$ cat src/hw/rvCtrlPkg.sv
`default_nettype none

package rvCtrlPkg;

    typedef logic [1:0] wbSelT;  // register write-back source
    typedef logic [3:0] byteEnT; // one bit per byte lane

    localparam wbSelT WB_ALU = 2'd0; // alu result
    localparam wbSelT WB_MEM = 2'd1; // extended load data
    localparam wbSelT WB_IMM = 2'd2; // immediate, lui

    // lane-0 based enable patterns, shifted up by address
    localparam byteEnT BE_NONE = 4'b0000;
    localparam byteEnT BE_BYTE = 4'b0001;
    localparam byteEnT BE_HALF = 4'b0011;
    localparam byteEnT BE_WORD = 4'b1111;

endpackage

`default_nettype wire

$ cat src/hw/rvIsaPkg.sv
`default_nettype none

package rvIsaPkg;

    typedef logic [31:0] wordT;    // data word, register value
    typedef logic [4:0]  regAddrT; // register index
    typedef logic [6:0]  opcodeT;
    typedef logic [2:0]  funct3T;
    typedef logic [6:0]  funct7T;
    typedef logic [3:0]  aluOpT;   // internal alu operation

    localparam int NUM_REGS = 32;  // x0..x31

    // alu operations, branch compares share the same space
    localparam aluOpT opAdd  = 4'd0;
    localparam aluOpT opSub  = 4'd1;
    localparam aluOpT opSll  = 4'd2;
    localparam aluOpT opSlt  = 4'd3;
    localparam aluOpT opSltu = 4'd4;
    localparam aluOpT opXor  = 4'd5;
    localparam aluOpT opSrl  = 4'd6;
    localparam aluOpT opSra  = 4'd7;
    localparam aluOpT opOr   = 4'd8;
    localparam aluOpT opAnd  = 4'd9;
    localparam aluOpT opBeq  = 4'd10;
    localparam aluOpT opBne  = 4'd11;
    localparam aluOpT opBlt  = 4'd12;
    localparam aluOpT opBge  = 4'd13;
    localparam aluOpT opBltu = 4'd14;
    localparam aluOpT opBgeu = 4'd15;

    localparam opcodeT OPC_OP     = 7'b0110011; // reg-reg
    localparam opcodeT OPC_OPIMM  = 7'b0010011; // reg-imm
    localparam opcodeT OPC_LOAD   = 7'b0000011;
    localparam opcodeT OPC_STORE  = 7'b0100011;
    localparam opcodeT OPC_BRANCH = 7'b1100011;
    localparam opcodeT OPC_LUI    = 7'b0110111;

    localparam funct3T SZ_BYTE = 3'b000; // lb/lbu/sb
    localparam funct3T SZ_HALF = 3'b001; // lh/lhu/sh
    localparam funct3T SZ_WORD = 3'b010; // lw/sw
    localparam int SZ_UNSIGNED_BIT = 2;  // funct3 bit for lbu/lhu

endpackage

`default_nettype wire
$ cat src/hw/ctrlIf.sv
`default_nettype none

interface ctrlIf;
    import rvCtrlPkg::*;

    wbSelT wbSel;    // write-back source
    logic  aluSrc;   // operand b from imm
    logic  regWrite; // rd gets written at clk edge
    logic  isBranch;
    logic  memRead;
    logic  memWrite;
    logic  illegal;  // opcode not handled here

    modport src (output wbSel, aluSrc, regWrite, isBranch, memRead, memWrite, illegal);
    modport dst (input wbSel, aluSrc, regWrite, isBranch, memRead, memWrite, illegal);

endinterface

`default_nettype wire

$ cat src/hw/decodeIf.sv
`default_nettype none

interface decodeIf;
    import rvIsaPkg::*;

    regAddrT rs1;    // source register 1
    regAddrT rs2;    // source register 2
    regAddrT rd;     // destination
    opcodeT  opcode;
    funct3T  funct3; // alu op, branch kind or access size
    funct7T  funct7; // bit 5 picks sub/sra
    wordT    imm;    // sign-extended immediate

    modport src (output rs1, rs2, rd, opcode, funct3, funct7, imm);
    modport dst (input rs1, rs2, rd, opcode, funct3, funct7, imm);

endinterface

`default_nettype wire

$ cat src/hw/rv32iDatapath.sv
`default_nettype none

module rv32iDatapath (
    input  logic              clk,
    input  logic              arstN,       // async, active low
    input  rvIsaPkg::wordT    instr,       // current instruction
    input  rvIsaPkg::wordT    memRData,    // combinational read data
    output rvIsaPkg::wordT    aluResult,
    output logic              zeroFlag,
    output logic              branchTaken, // condition only, no pc
    output logic              errFlag,     // unsupported instruction
    output rvIsaPkg::wordT    memAddr,
    output rvIsaPkg::wordT    memWData,
    output rvCtrlPkg::byteEnT memByteEn,
    output logic              memRead,
    output logic              memWrite
);
    import rvIsaPkg::*;

    decodeIf dec ();  // decoder fields
    ctrlIf   ctrl (); // control levels

    wordT regA;     // rs1 value
    wordT regB;     // rs2 value, store data
    wordT loadData; // extended load for write-back

    instrDecoder decoder (
        .instr (instr),
        .dec   (dec)
    );

    controlUnit control (
        .dec  (dec),
        .ctrl (ctrl)
    );

    alu aluUnit (
        .dec         (dec),
        .ctrl        (ctrl),
        .regA        (regA),
        .regB        (regB),
        .result      (aluResult),   // also the memory address
        .zeroFlag    (zeroFlag),
        .branchTaken (branchTaken)
    );

    registerFile regs (
        .clk       (clk),
        .arstN     (arstN),
        .dec       (dec),
        .ctrl      (ctrl),
        .aluResult (aluResult),
        .memData   (loadData),
        .regA      (regA),
        .regB      (regB)
    );

    memoryHandler memHandler (
        .dec       (dec),
        .ctrl      (ctrl),
        .addr      (aluResult),
        .storeData (regB),
        .memRData  (memRData),
        .loadData  (loadData),
        .memAddr   (memAddr),
        .memWData  (memWData),
        .memByteEn (memByteEn),
        .memRead   (memRead),
        .memWrite  (memWrite)
    );

    assign errFlag = ctrl.illegal;

endmodule

`default_nettype wire

$ cat src/hw/memoryHandler.sv
`default_nettype none

module memoryHandler (
    decodeIf.dst                dec,       // funct3 = size
    ctrlIf.dst                  ctrl,      // memRead, memWrite
    input  rvIsaPkg::wordT      addr,      // byte address from alu
    input  rvIsaPkg::wordT      storeData, // rs2 value
    input  rvIsaPkg::wordT      memRData,  // word from memory
    output rvIsaPkg::wordT      loadData,  // extended, to reg file
    output rvIsaPkg::wordT      memAddr,
    output rvIsaPkg::wordT      memWData,
    output rvCtrlPkg::byteEnT   memByteEn,
    output logic                memRead,
    output logic                memWrite
);
    import rvIsaPkg::*;
    import rvCtrlPkg::*;

    logic [1:0]  lane;       // byte offset in word
    funct3T      size;       // funct3 with unsigned bit stripped
    logic        isUnsigned;
    logic [7:0]  rByte;
    logic [15:0] rHalf;

    assign lane       = addr[1:0];
    assign size       = {1'b0, dec.funct3[1:0]};
    assign isUnsigned = dec.funct3[SZ_UNSIGNED_BIT];
    assign memAddr    = {addr[31:2], 2'b00}; // word aligned
    assign memRead    = ctrl.memRead;
    assign memWrite   = ctrl.memWrite;

    // store side, data copied to every lane
    always_comb begin
        case (size)
            SZ_BYTE: begin
                memWData  = {4{storeData[7:0]}};
                memByteEn = BE_BYTE << lane;
            end
            SZ_HALF: begin
                memWData  = {2{storeData[15:0]}};
                memByteEn = BE_HALF << {lane[1], 1'b0}; // lower or upper half
            end
            default: begin
                memWData  = storeData;
                memByteEn = BE_WORD;
            end
        endcase
        if (!ctrl.memWrite) begin
            memByteEn = BE_NONE; // no stray lane writes
        end
    end

    // load side
    assign rByte = memRData[{lane, 3'b000} +: 8];
    assign rHalf = lane[1] ? memRData[31:16] : memRData[15:0];

    always_comb begin
        case (size)
            SZ_BYTE: loadData = isUnsigned ? {24'b0, rByte} : {{24{rByte[7]}}, rByte};
            SZ_HALF: loadData = isUnsigned ? {16'b0, rHalf} : {{16{rHalf[15]}}, rHalf};
            default: loadData = memRData; // lw
        endcase
    end

    // alignment, the alu address must suit the access size
    always_comb begin
        accessAligned: assert final (!(ctrl.memRead || ctrl.memWrite) ||
                                     (size == SZ_HALF ? !addr[0] :
                                      size == SZ_WORD ? (addr[1:0] == 2'b00) : 1'b1))
            else $error("misaligned access, addr %h size %0d", addr, size);
    end

endmodule

`default_nettype wire

$ cat src/hw/registerFile.sv
`default_nettype none

module registerFile (
    input  logic           clk,
    input  logic           arstN,     // clears all entries
    decodeIf.dst           dec,       // rs1, rs2, rd, imm
    ctrlIf.dst             ctrl,      // wbSel, regWrite
    input  rvIsaPkg::wordT aluResult,
    input  rvIsaPkg::wordT memData,   // extended load value
    output rvIsaPkg::wordT regA,
    output rvIsaPkg::wordT regB
);
    import rvIsaPkg::*;
    import rvCtrlPkg::*;

    wordT regs [NUM_REGS]; // entry 0 stays zero
    wordT wbData;          // value headed for rd

    always_comb begin
        case (ctrl.wbSel)
            WB_MEM:  wbData = memData;
            WB_IMM:  wbData = dec.imm; // lui
            default: wbData = aluResult;
        endcase
    end

    always_ff @(posedge clk or negedge arstN) begin
        if (!arstN) begin
            for (int i = 0; i < NUM_REGS; i++) begin
                regs[i] <= '0;
            end
        end else if (ctrl.regWrite && dec.rd != '0) begin // x0 writes dropped
            regs[dec.rd] <= wbData;
        end
    end

    // async reads, x0 forced
    assign regA = (dec.rs1 == '0) ? '0 : regs[dec.rs1];
    assign regB = (dec.rs2 == '0) ? '0 : regs[dec.rs2];

    x0StaysZero: assert property (@(posedge clk) disable iff (!arstN) regs[0] == '0)
        else $error("x0 holds %h", regs[0]);

    // illegal opcode leaves rd untouched across the edge
    illegalNoWrite: assert property (@(posedge clk) disable iff (!arstN)
        ctrl.illegal |=> regs[$past(dec.rd)] == $past(regs[dec.rd]))
        else $error("register changed on illegal instruction");

endmodule

`default_nettype wire

$ cat src/hw/alu.sv
`default_nettype none

module alu (
    decodeIf.dst dec,                 // opcode, funct3/7, imm
    ctrlIf.dst   ctrl,                // aluSrc, isBranch
    input  rvIsaPkg::wordT regA,      // rs1 value
    input  rvIsaPkg::wordT regB,      // rs2 value
    output rvIsaPkg::wordT result,
    output logic           zeroFlag,  // result == 0
    output logic           branchTaken
);
    import rvIsaPkg::*;

    wordT       opB;   // second operand after mux
    aluOpT      aluOp;
    logic [4:0] shamt;
    logic       cond;  // compare outcome, branches only

    assign opB   = ctrl.aluSrc ? dec.imm : regB;
    assign shamt = opB[4:0]; // slli imm carries funct7 above

    // operation select
    always_comb begin
        aluOp = opAdd; // loads, stores, lui
        case (dec.opcode)
            OPC_OP,
            OPC_OPIMM: begin
                case (dec.funct3)
                    3'b000:  aluOp = (dec.opcode == OPC_OP && dec.funct7[5]) ? opSub : opAdd;
                    3'b001:  aluOp = opSll;
                    3'b010:  aluOp = opSlt;
                    3'b011:  aluOp = opSltu;
                    3'b100:  aluOp = opXor;
                    3'b101:  aluOp = dec.funct7[5] ? opSra : opSrl; // srai too
                    3'b110:  aluOp = opOr;
                    default: aluOp = opAnd;
                endcase
            end
            OPC_BRANCH: begin
                case (dec.funct3)
                    3'b000:  aluOp = opBeq;
                    3'b001:  aluOp = opBne;
                    3'b100:  aluOp = opBlt;
                    3'b101:  aluOp = opBge;
                    3'b110:  aluOp = opBltu;
                    3'b111:  aluOp = opBgeu;
                    default: aluOp = opSub; // illegal kind, never taken
                endcase
            end
            default: aluOp = opAdd;
        endcase
    end

    always_comb begin
        case (aluOp)
            opAdd:   result = regA + opB;
            opSll:   result = regA << shamt;
            opSlt:   result = {31'b0, $signed(regA) < $signed(opB)};
            opSltu:  result = {31'b0, regA < opB};
            opXor:   result = regA ^ opB;
            opSrl:   result = regA >> shamt;
            opSra:   result = $signed(regA) >>> shamt; // keeps sign
            opOr:    result = regA | opB;
            opAnd:   result = regA & opB;
            default: result = regA - opB; // sub and all compares
        endcase
    end

    always_comb begin
        case (aluOp)
            opBeq:   cond = (regA == opB);
            opBne:   cond = (regA != opB);
            opBlt:   cond = ($signed(regA) < $signed(opB));
            opBge:   cond = ($signed(regA) >= $signed(opB));
            opBltu:  cond = (regA < opB);
            opBgeu:  cond = (regA >= opB);
            default: cond = 1'b0;
        endcase
    end

    assign zeroFlag    = (result == '0);
    assign branchTaken = ctrl.isBranch && cond;

    // a true compare needs the control unit to have flagged a branch
    always_comb begin
        takenOnlyOnBranch: assert final (!cond || ctrl.isBranch)
            else $error("compare true without isBranch, opcode %b", dec.opcode);
    end

endmodule

`default_nettype wire

$ cat src/hw/controlUnit.sv
`default_nettype none

module controlUnit (
    decodeIf.dst dec, // opcode, funct3
    ctrlIf.src   ctrl // control levels out
);
    import rvIsaPkg::*;
    import rvCtrlPkg::*;

    always_comb begin
        ctrl.wbSel    = WB_ALU; // defaults, nothing happens
        ctrl.aluSrc   = 1'b0;
        ctrl.regWrite = 1'b0;
        ctrl.isBranch = 1'b0;
        ctrl.memRead  = 1'b0;
        ctrl.memWrite = 1'b0;
        ctrl.illegal  = 1'b0;
        case (dec.opcode)
            OPC_OP: begin
                ctrl.regWrite = 1'b1; // rd = rs1 op rs2
            end
            OPC_OPIMM: begin
                ctrl.aluSrc   = 1'b1;
                ctrl.regWrite = 1'b1;
            end
            OPC_LOAD: begin
                ctrl.aluSrc   = 1'b1; // rs1 + offset
                ctrl.memRead  = 1'b1;
                ctrl.regWrite = 1'b1;
                ctrl.wbSel    = WB_MEM;
            end
            OPC_STORE: begin
                ctrl.aluSrc   = 1'b1;
                ctrl.memWrite = 1'b1;
            end
            OPC_BRANCH: begin
                ctrl.isBranch = 1'b1;
                ctrl.illegal  = (dec.funct3 == 3'd2) || (dec.funct3 == 3'd3); // no such compare
            end
            OPC_LUI: begin
                ctrl.regWrite = 1'b1;
                ctrl.wbSel    = WB_IMM; // imm straight to rd
            end
            default: begin
                ctrl.illegal  = 1'b1; // jal, jalr, auipc, system...
            end
        endcase
        if (ctrl.illegal) begin // no side effects
            ctrl.regWrite = 1'b0;
            ctrl.memRead  = 1'b0;
            ctrl.memWrite = 1'b0;
        end
    end

    // the memory port never sees both strobes at once
    always_comb begin
        memExclusive: assert final (!(ctrl.memRead && ctrl.memWrite))
            else $error("memRead and memWrite both high, opcode %b", dec.opcode);
    end

endmodule

`default_nettype wire

$ cat src/hw/instrDecoder.sv
`default_nettype none

module instrDecoder (
    input rvIsaPkg::wordT instr, // raw instruction word
    decodeIf.src dec             // fields and immediate out
);
    import rvIsaPkg::*;

    opcodeT opcode;
    wordT immI; // addi, loads
    wordT immS; // stores
    wordT immB; // branches
    wordT immU; // lui

    assign opcode     = instr[6:0];
    assign dec.opcode = opcode;
    assign dec.rd     = instr[11:7];
    assign dec.funct3 = instr[14:12];
    assign dec.rs1    = instr[19:15];
    assign dec.rs2    = instr[24:20];
    assign dec.funct7 = instr[31:25];

    // sign bit always sits at instr[31]
    assign immI = {{20{instr[31]}}, instr[31:20]};
    assign immS = {{20{instr[31]}}, instr[31:25], instr[11:7]};
    assign immB = {{19{instr[31]}}, instr[31], instr[7], instr[30:25], instr[11:8], 1'b0};
    assign immU = {instr[31:12], 12'b0}; // upper 20, low zeroed

    always_comb begin
        case (opcode)
            OPC_OPIMM,
            OPC_LOAD:   dec.imm = immI;
            OPC_STORE:  dec.imm = immS;
            OPC_BRANCH: dec.imm = immB; // offset only, no pc here
            OPC_LUI:    dec.imm = immU;
            default:    dec.imm = '0;   // op and unknown formats
        endcase
    end

endmodule

`default_nettype wire

$ cat config.mk
export PLATFORM = sky130hd
export DESIGN_NAME = rv32iDatapath
export DESIGN_NICKNAME = d
export VERILOG_FILES = /design/src/hw/rvCtrlPkg.sv /design/src/hw/rvIsaPkg.sv /design/src/hw/ctrlIf.sv /design/src/hw/decodeIf.sv /design/src/hw/rv32iDatapath.sv /design/src/hw/memoryHandler.sv /design/src/hw/registerFile.sv /design/src/hw/alu.sv /design/src/hw/controlUnit.sv /design/src/hw/instrDecoder.sv
export SDC_FILE = /design/constraint.sdc
export NUM_CORES = 2
export LEC_CHECK = 0
export ABC_AREA = 0
export BUFFER_PORTS_ARGS = -buffer_cell sky130_fd_sc_hd__buf_2
export CAP_MARGIN = 20
export CORE_ASPECT_RATIO = 1.2
export CORE_UTILIZATION = 30
export CTS_BUF_LIST = sky130_fd_sc_hd__clkbuf_8
export CTS_CLUSTER_DIAMETER = 150
export DETAILED_ROUTE_END_ITERATION = 6
export GPL_TIMING_DRIVEN = 0
export PLACE_DENSITY = 0.42
export SLEW_MARGIN = 20
export SYNTH_ARGS = -nofsm -noshare
export SYNTH_HDL_FRONTEND = slang
export SYNTH_SLANG_ARGS = --single-unit
$ cat constraint.sdc
create_clock -name clk -period 10.85 [get_ports clk]
set_clock_uncertainty 0.2 [all_clocks]
set_input_delay 2.17 -clock clk [delete_from_list [all_inputs] [get_ports clk]]
set_output_delay 2.17 -clock clk [all_outputs]
set_load 0.005 [all_outputs]
==> results.toml <==
[outcome]
status = "finished, violations left"
violations = "negative setup slack"

[yosys]
yosys.area.top_type_share_pct = 38.8
ys_seq_area_share_pct = 38.8
synth-main-ff-cell = "dfrtp_1"
syn_avg_cell_area_um2 = 10.4
synthCells = 6363
postSynth.asyncResetShare_pct = 100
yosysWarnings = 0
synth_edf_count = 0
synth_top_cell_by_area = "dfrtp_1"
ys_ff_latch = 1024
ys_top_cells_by_area = "dfrtp_1, mux4_2, mux2_2"
yosysUniqueCellTypes = 117
synthesis.area_um2 = 66100

[critical_path]
cp_num_cells = 24
worst_path_largest_cell_delay_ns = 0.92
r2r_setup_slack_ns = 2.36
cp-start-kind = "input port"
crit_fanout = 10
critPathLaunch = "instr[20]"
path_delay_family = "buffers and inverters"
r2r-start = "regs.regs[2]$_DFFE_PN0P_"
crit_arrival_ns = 8.79
cpMaxStageDelayCell = "a2111oi_2"
path_cells = "buf_16, buf_12, buf_12, mux4_2, a22o_1, a211oi_4, buf_12, o32ai_4, buf_12, inv_2, buf_8, buf_6, buf_6, buf_2, mux2i_1, nor2_1, a2111oi_2, a31oi_2, nor3_2, nand4_1, nor4_4, nand4_1, nor3_2, buf_2"
rr_worst_depth = 32
crit_required_ns = 8.48
worstSetupEndpoint = "zeroFlag"
timing_worst_setup_path_type = "in -> out"
worstPathBufferInverterCount = 11
path_common_cell = "buf_12"
r2r-end = "regs.regs[760]$_DFFE_PN0P_"
cp-end-kind = "output port"

[grt]
grt_max_degree = 127
grt_first_pass_wirelength_um = 629000
gr-total-overflow = 0
grt.total_usage_pct = 43.0
antenna_found_initial = 38
first_global_vias = 63200

[drt]
drt-pass1-iter-count = 7
first_iter_violations = 7727
wl_per_cell_um = 48.1
ant_nets = 0
vias_per_cell = 6.44
via_count = 64900
wirelength_um = 485000
drc = 0

[timing]
period_minus_slack_ns = 11.16
finalHoldViolations = 0
final_max_slew_viol_count = 0
setup_viol = 13
fmax_ghz = 0.0896
worst_pin_slew_ns = 1.31
min_period_over_period_pct = 103
rsz0062_at_grt = "true"
slew_headroom_pct = 12.9
setup_ws_ns = -0.310

[floorplanning]
dieArea_um2 = 222000
initial_utilization_pct = 30.2
core-area_um2 = 219000
die_w_um = 430
rows = 188
ios = 171
die_h_um = 516

[hold_path]
hp-class = "reg -> reg"

[final_layout]
post-route-cell-area_um2 = 83400
area_delta_synth_final_pct = 26.2
fillCellCount = 22000
fin_nets = 7239
largestRegisters = "regs.regs (1024)"
drive_above_1_share_pct = 35.4
largest_register_ff_count = 1024
final_core_util_pct = 38.1
top_register = "regs.regs"

[placement]
dp_hpwl_um = 372000
portBuffers = 163
place.gp.congestion = 1.04
dp_slack_ns = -5.33
place_area_um2 = 73000

[power_and_ir_drop]
power_density_nw_per_um2 = 121
leakagePower_nw = 35.6
ir_drop_mv = 0.0882
power.total_mw = 10.1

[clock_tree]
htreeDepth = 4
cts.sinks = 1024
tritoncts.num_buffers = 179
insertion_delay_ns = 0.97
clk_pin_slew_ns = 0.06
cts_tree = "yes"
clock-root-buffer = "clkbuf_8"
clockBufferDepth = 4

[flow_run]
maxCapViolCount = 0
==> cells by family (layout without fill, tap and decap cells) <==
group	Yosys count	after routing	synth area share (%)
buffers and inverters	783	1614	5.32
DFF	1024	1024	38.8
adders and majority gates	102	102	1.95
AOI/OAI and AO/OA	1680	1680	16.6
muxes	1176	1176	26.5
and+or+nand+nor	1582	1582	10.6
other	1	37	0.00568
xor gates and xnor gates	15	15	0.199
==> worst reg2reg max path, delay by kind of cell, from the launching register on <==
kind                     cells  cell delay [ns]
flip-flops                   1             0.40
multiplexers                 2             0.72
AND/OR/NAND/NOR              2             0.34
adder cells (fa/ha/maj)      1             0.46
buffers and inverters       13             2.54
AO/OA/AOI/OAI               14             3.78
==> stage by stage <==
stage	TNS (ns)	hold slack (ns)	cells
global route	-0.362	0.307	10100
finish	-1.16	0.282	10100
detailed placement	-3754.13	0.269	9490
global placement	-	0.259	9377
CTS	-0.0788	0.282	9970
floorplan	0	0.241	6364
==> cell usage after synthesis (all sizes together), types with 100 or more instances <==
library cell and instances:
inv 129, buf 259, ha 100, mux2i 277
clkbuf 393, mux2 488, a21oi 269, dfrtp 1024
nor2 352, o21ai 664, mux4 411, nand2 792
==> power breakdown <==
part,total [mW],switching [mW],internal [mW]
Combinational,2.57,1.81,0.754
Sequential,3.83,0.00563,3.82
Clock,3.71,1.83,1.89
==> timing repair <==
item                       in CTS  in global routing
setup endpoints to repair    1069                 30
setup buffers                 190                 79
gates resized for setup       856                158
pin swaps                     102                 95
gates cloned                    2                  1
hold buffers                    0                  0
==> placed cells by master, fill, tap and decap left out, drive strengths merged, types with 20 or more instances in the layout <==
cell type and n:
dfrtp 1024, clkbuf 595, o21ai 664, nand2b 30, nand2 792, mux2 488
o22a 28, nor4 37, nor2b 28, a21oi 269, and2 32, o211ai 57
a31oi 39, or3 27, nand4 30, buf 804, o22ai 54, nand3 76
diode 35, a21o 25, o21bai 22, o31ai 82, o221ai 42, ha 100
inv 187, a22oi 73, a221oi 74, mux4 411, a311oi 20, a211oi 41
nor3 89, and3 23, nor2 352, mux2i 277
==> layer usage <==
layer	routed length, µm	global-route usage, %	up-vias
li1	-	-	25200
met1	166000	46.3	33600
met2	215000	66.4	4432
met3	44100	12.1	1647
met4	59600	44.2	16
met5	135	0.0216	-
==> cell type report <==
class	instances	area (µm²)	area share [%]
well taps	2850	3570	4.28
inverters	131	508	0.609
plain buffers	631	5160	6.19
multi-input cells	4557	39700	47.6
clock inverters	82	403	0.483
diodes	35	87.6	0.105
repair buffers	547	5250	6.29
flip-flops and latches	1024	25600	30.7
clock buffers	223	3070	3.68
==> how the worst min path moves through the flow <==
| stage | from | endpoint | cells past startpoint |
|---|---|---|---|
| floorplan | regs.regs[1012]$_DFFE_PN0P_ | regs.regs[1012]$_DFFE_PN0P_ | 1 |
| global placement | regs.regs[997]$_DFFE_PN0P_ | regs.regs[997]$_DFFE_PN0P_ | 1 |
| detailed placement | regs.regs[1022]$_DFFE_PN0P_ | regs.regs[1022]$_DFFE_PN0P_ | 1 |
| CTS | regs.regs[1020]$_DFFE_PN0P_ | regs.regs[1020]$_DFFE_PN0P_ | 1 |
| global route | regs.regs[1019]$_DFFE_PN0P_ | regs.regs[1019]$_DFFE_PN0P_ | 1 |
| finish | regs.regs[1020]$_DFFE_PN0P_ | regs.regs[1020]$_DFFE_PN0P_ | 1 |
Note: power is estimated with default switching activity, not from simulation.
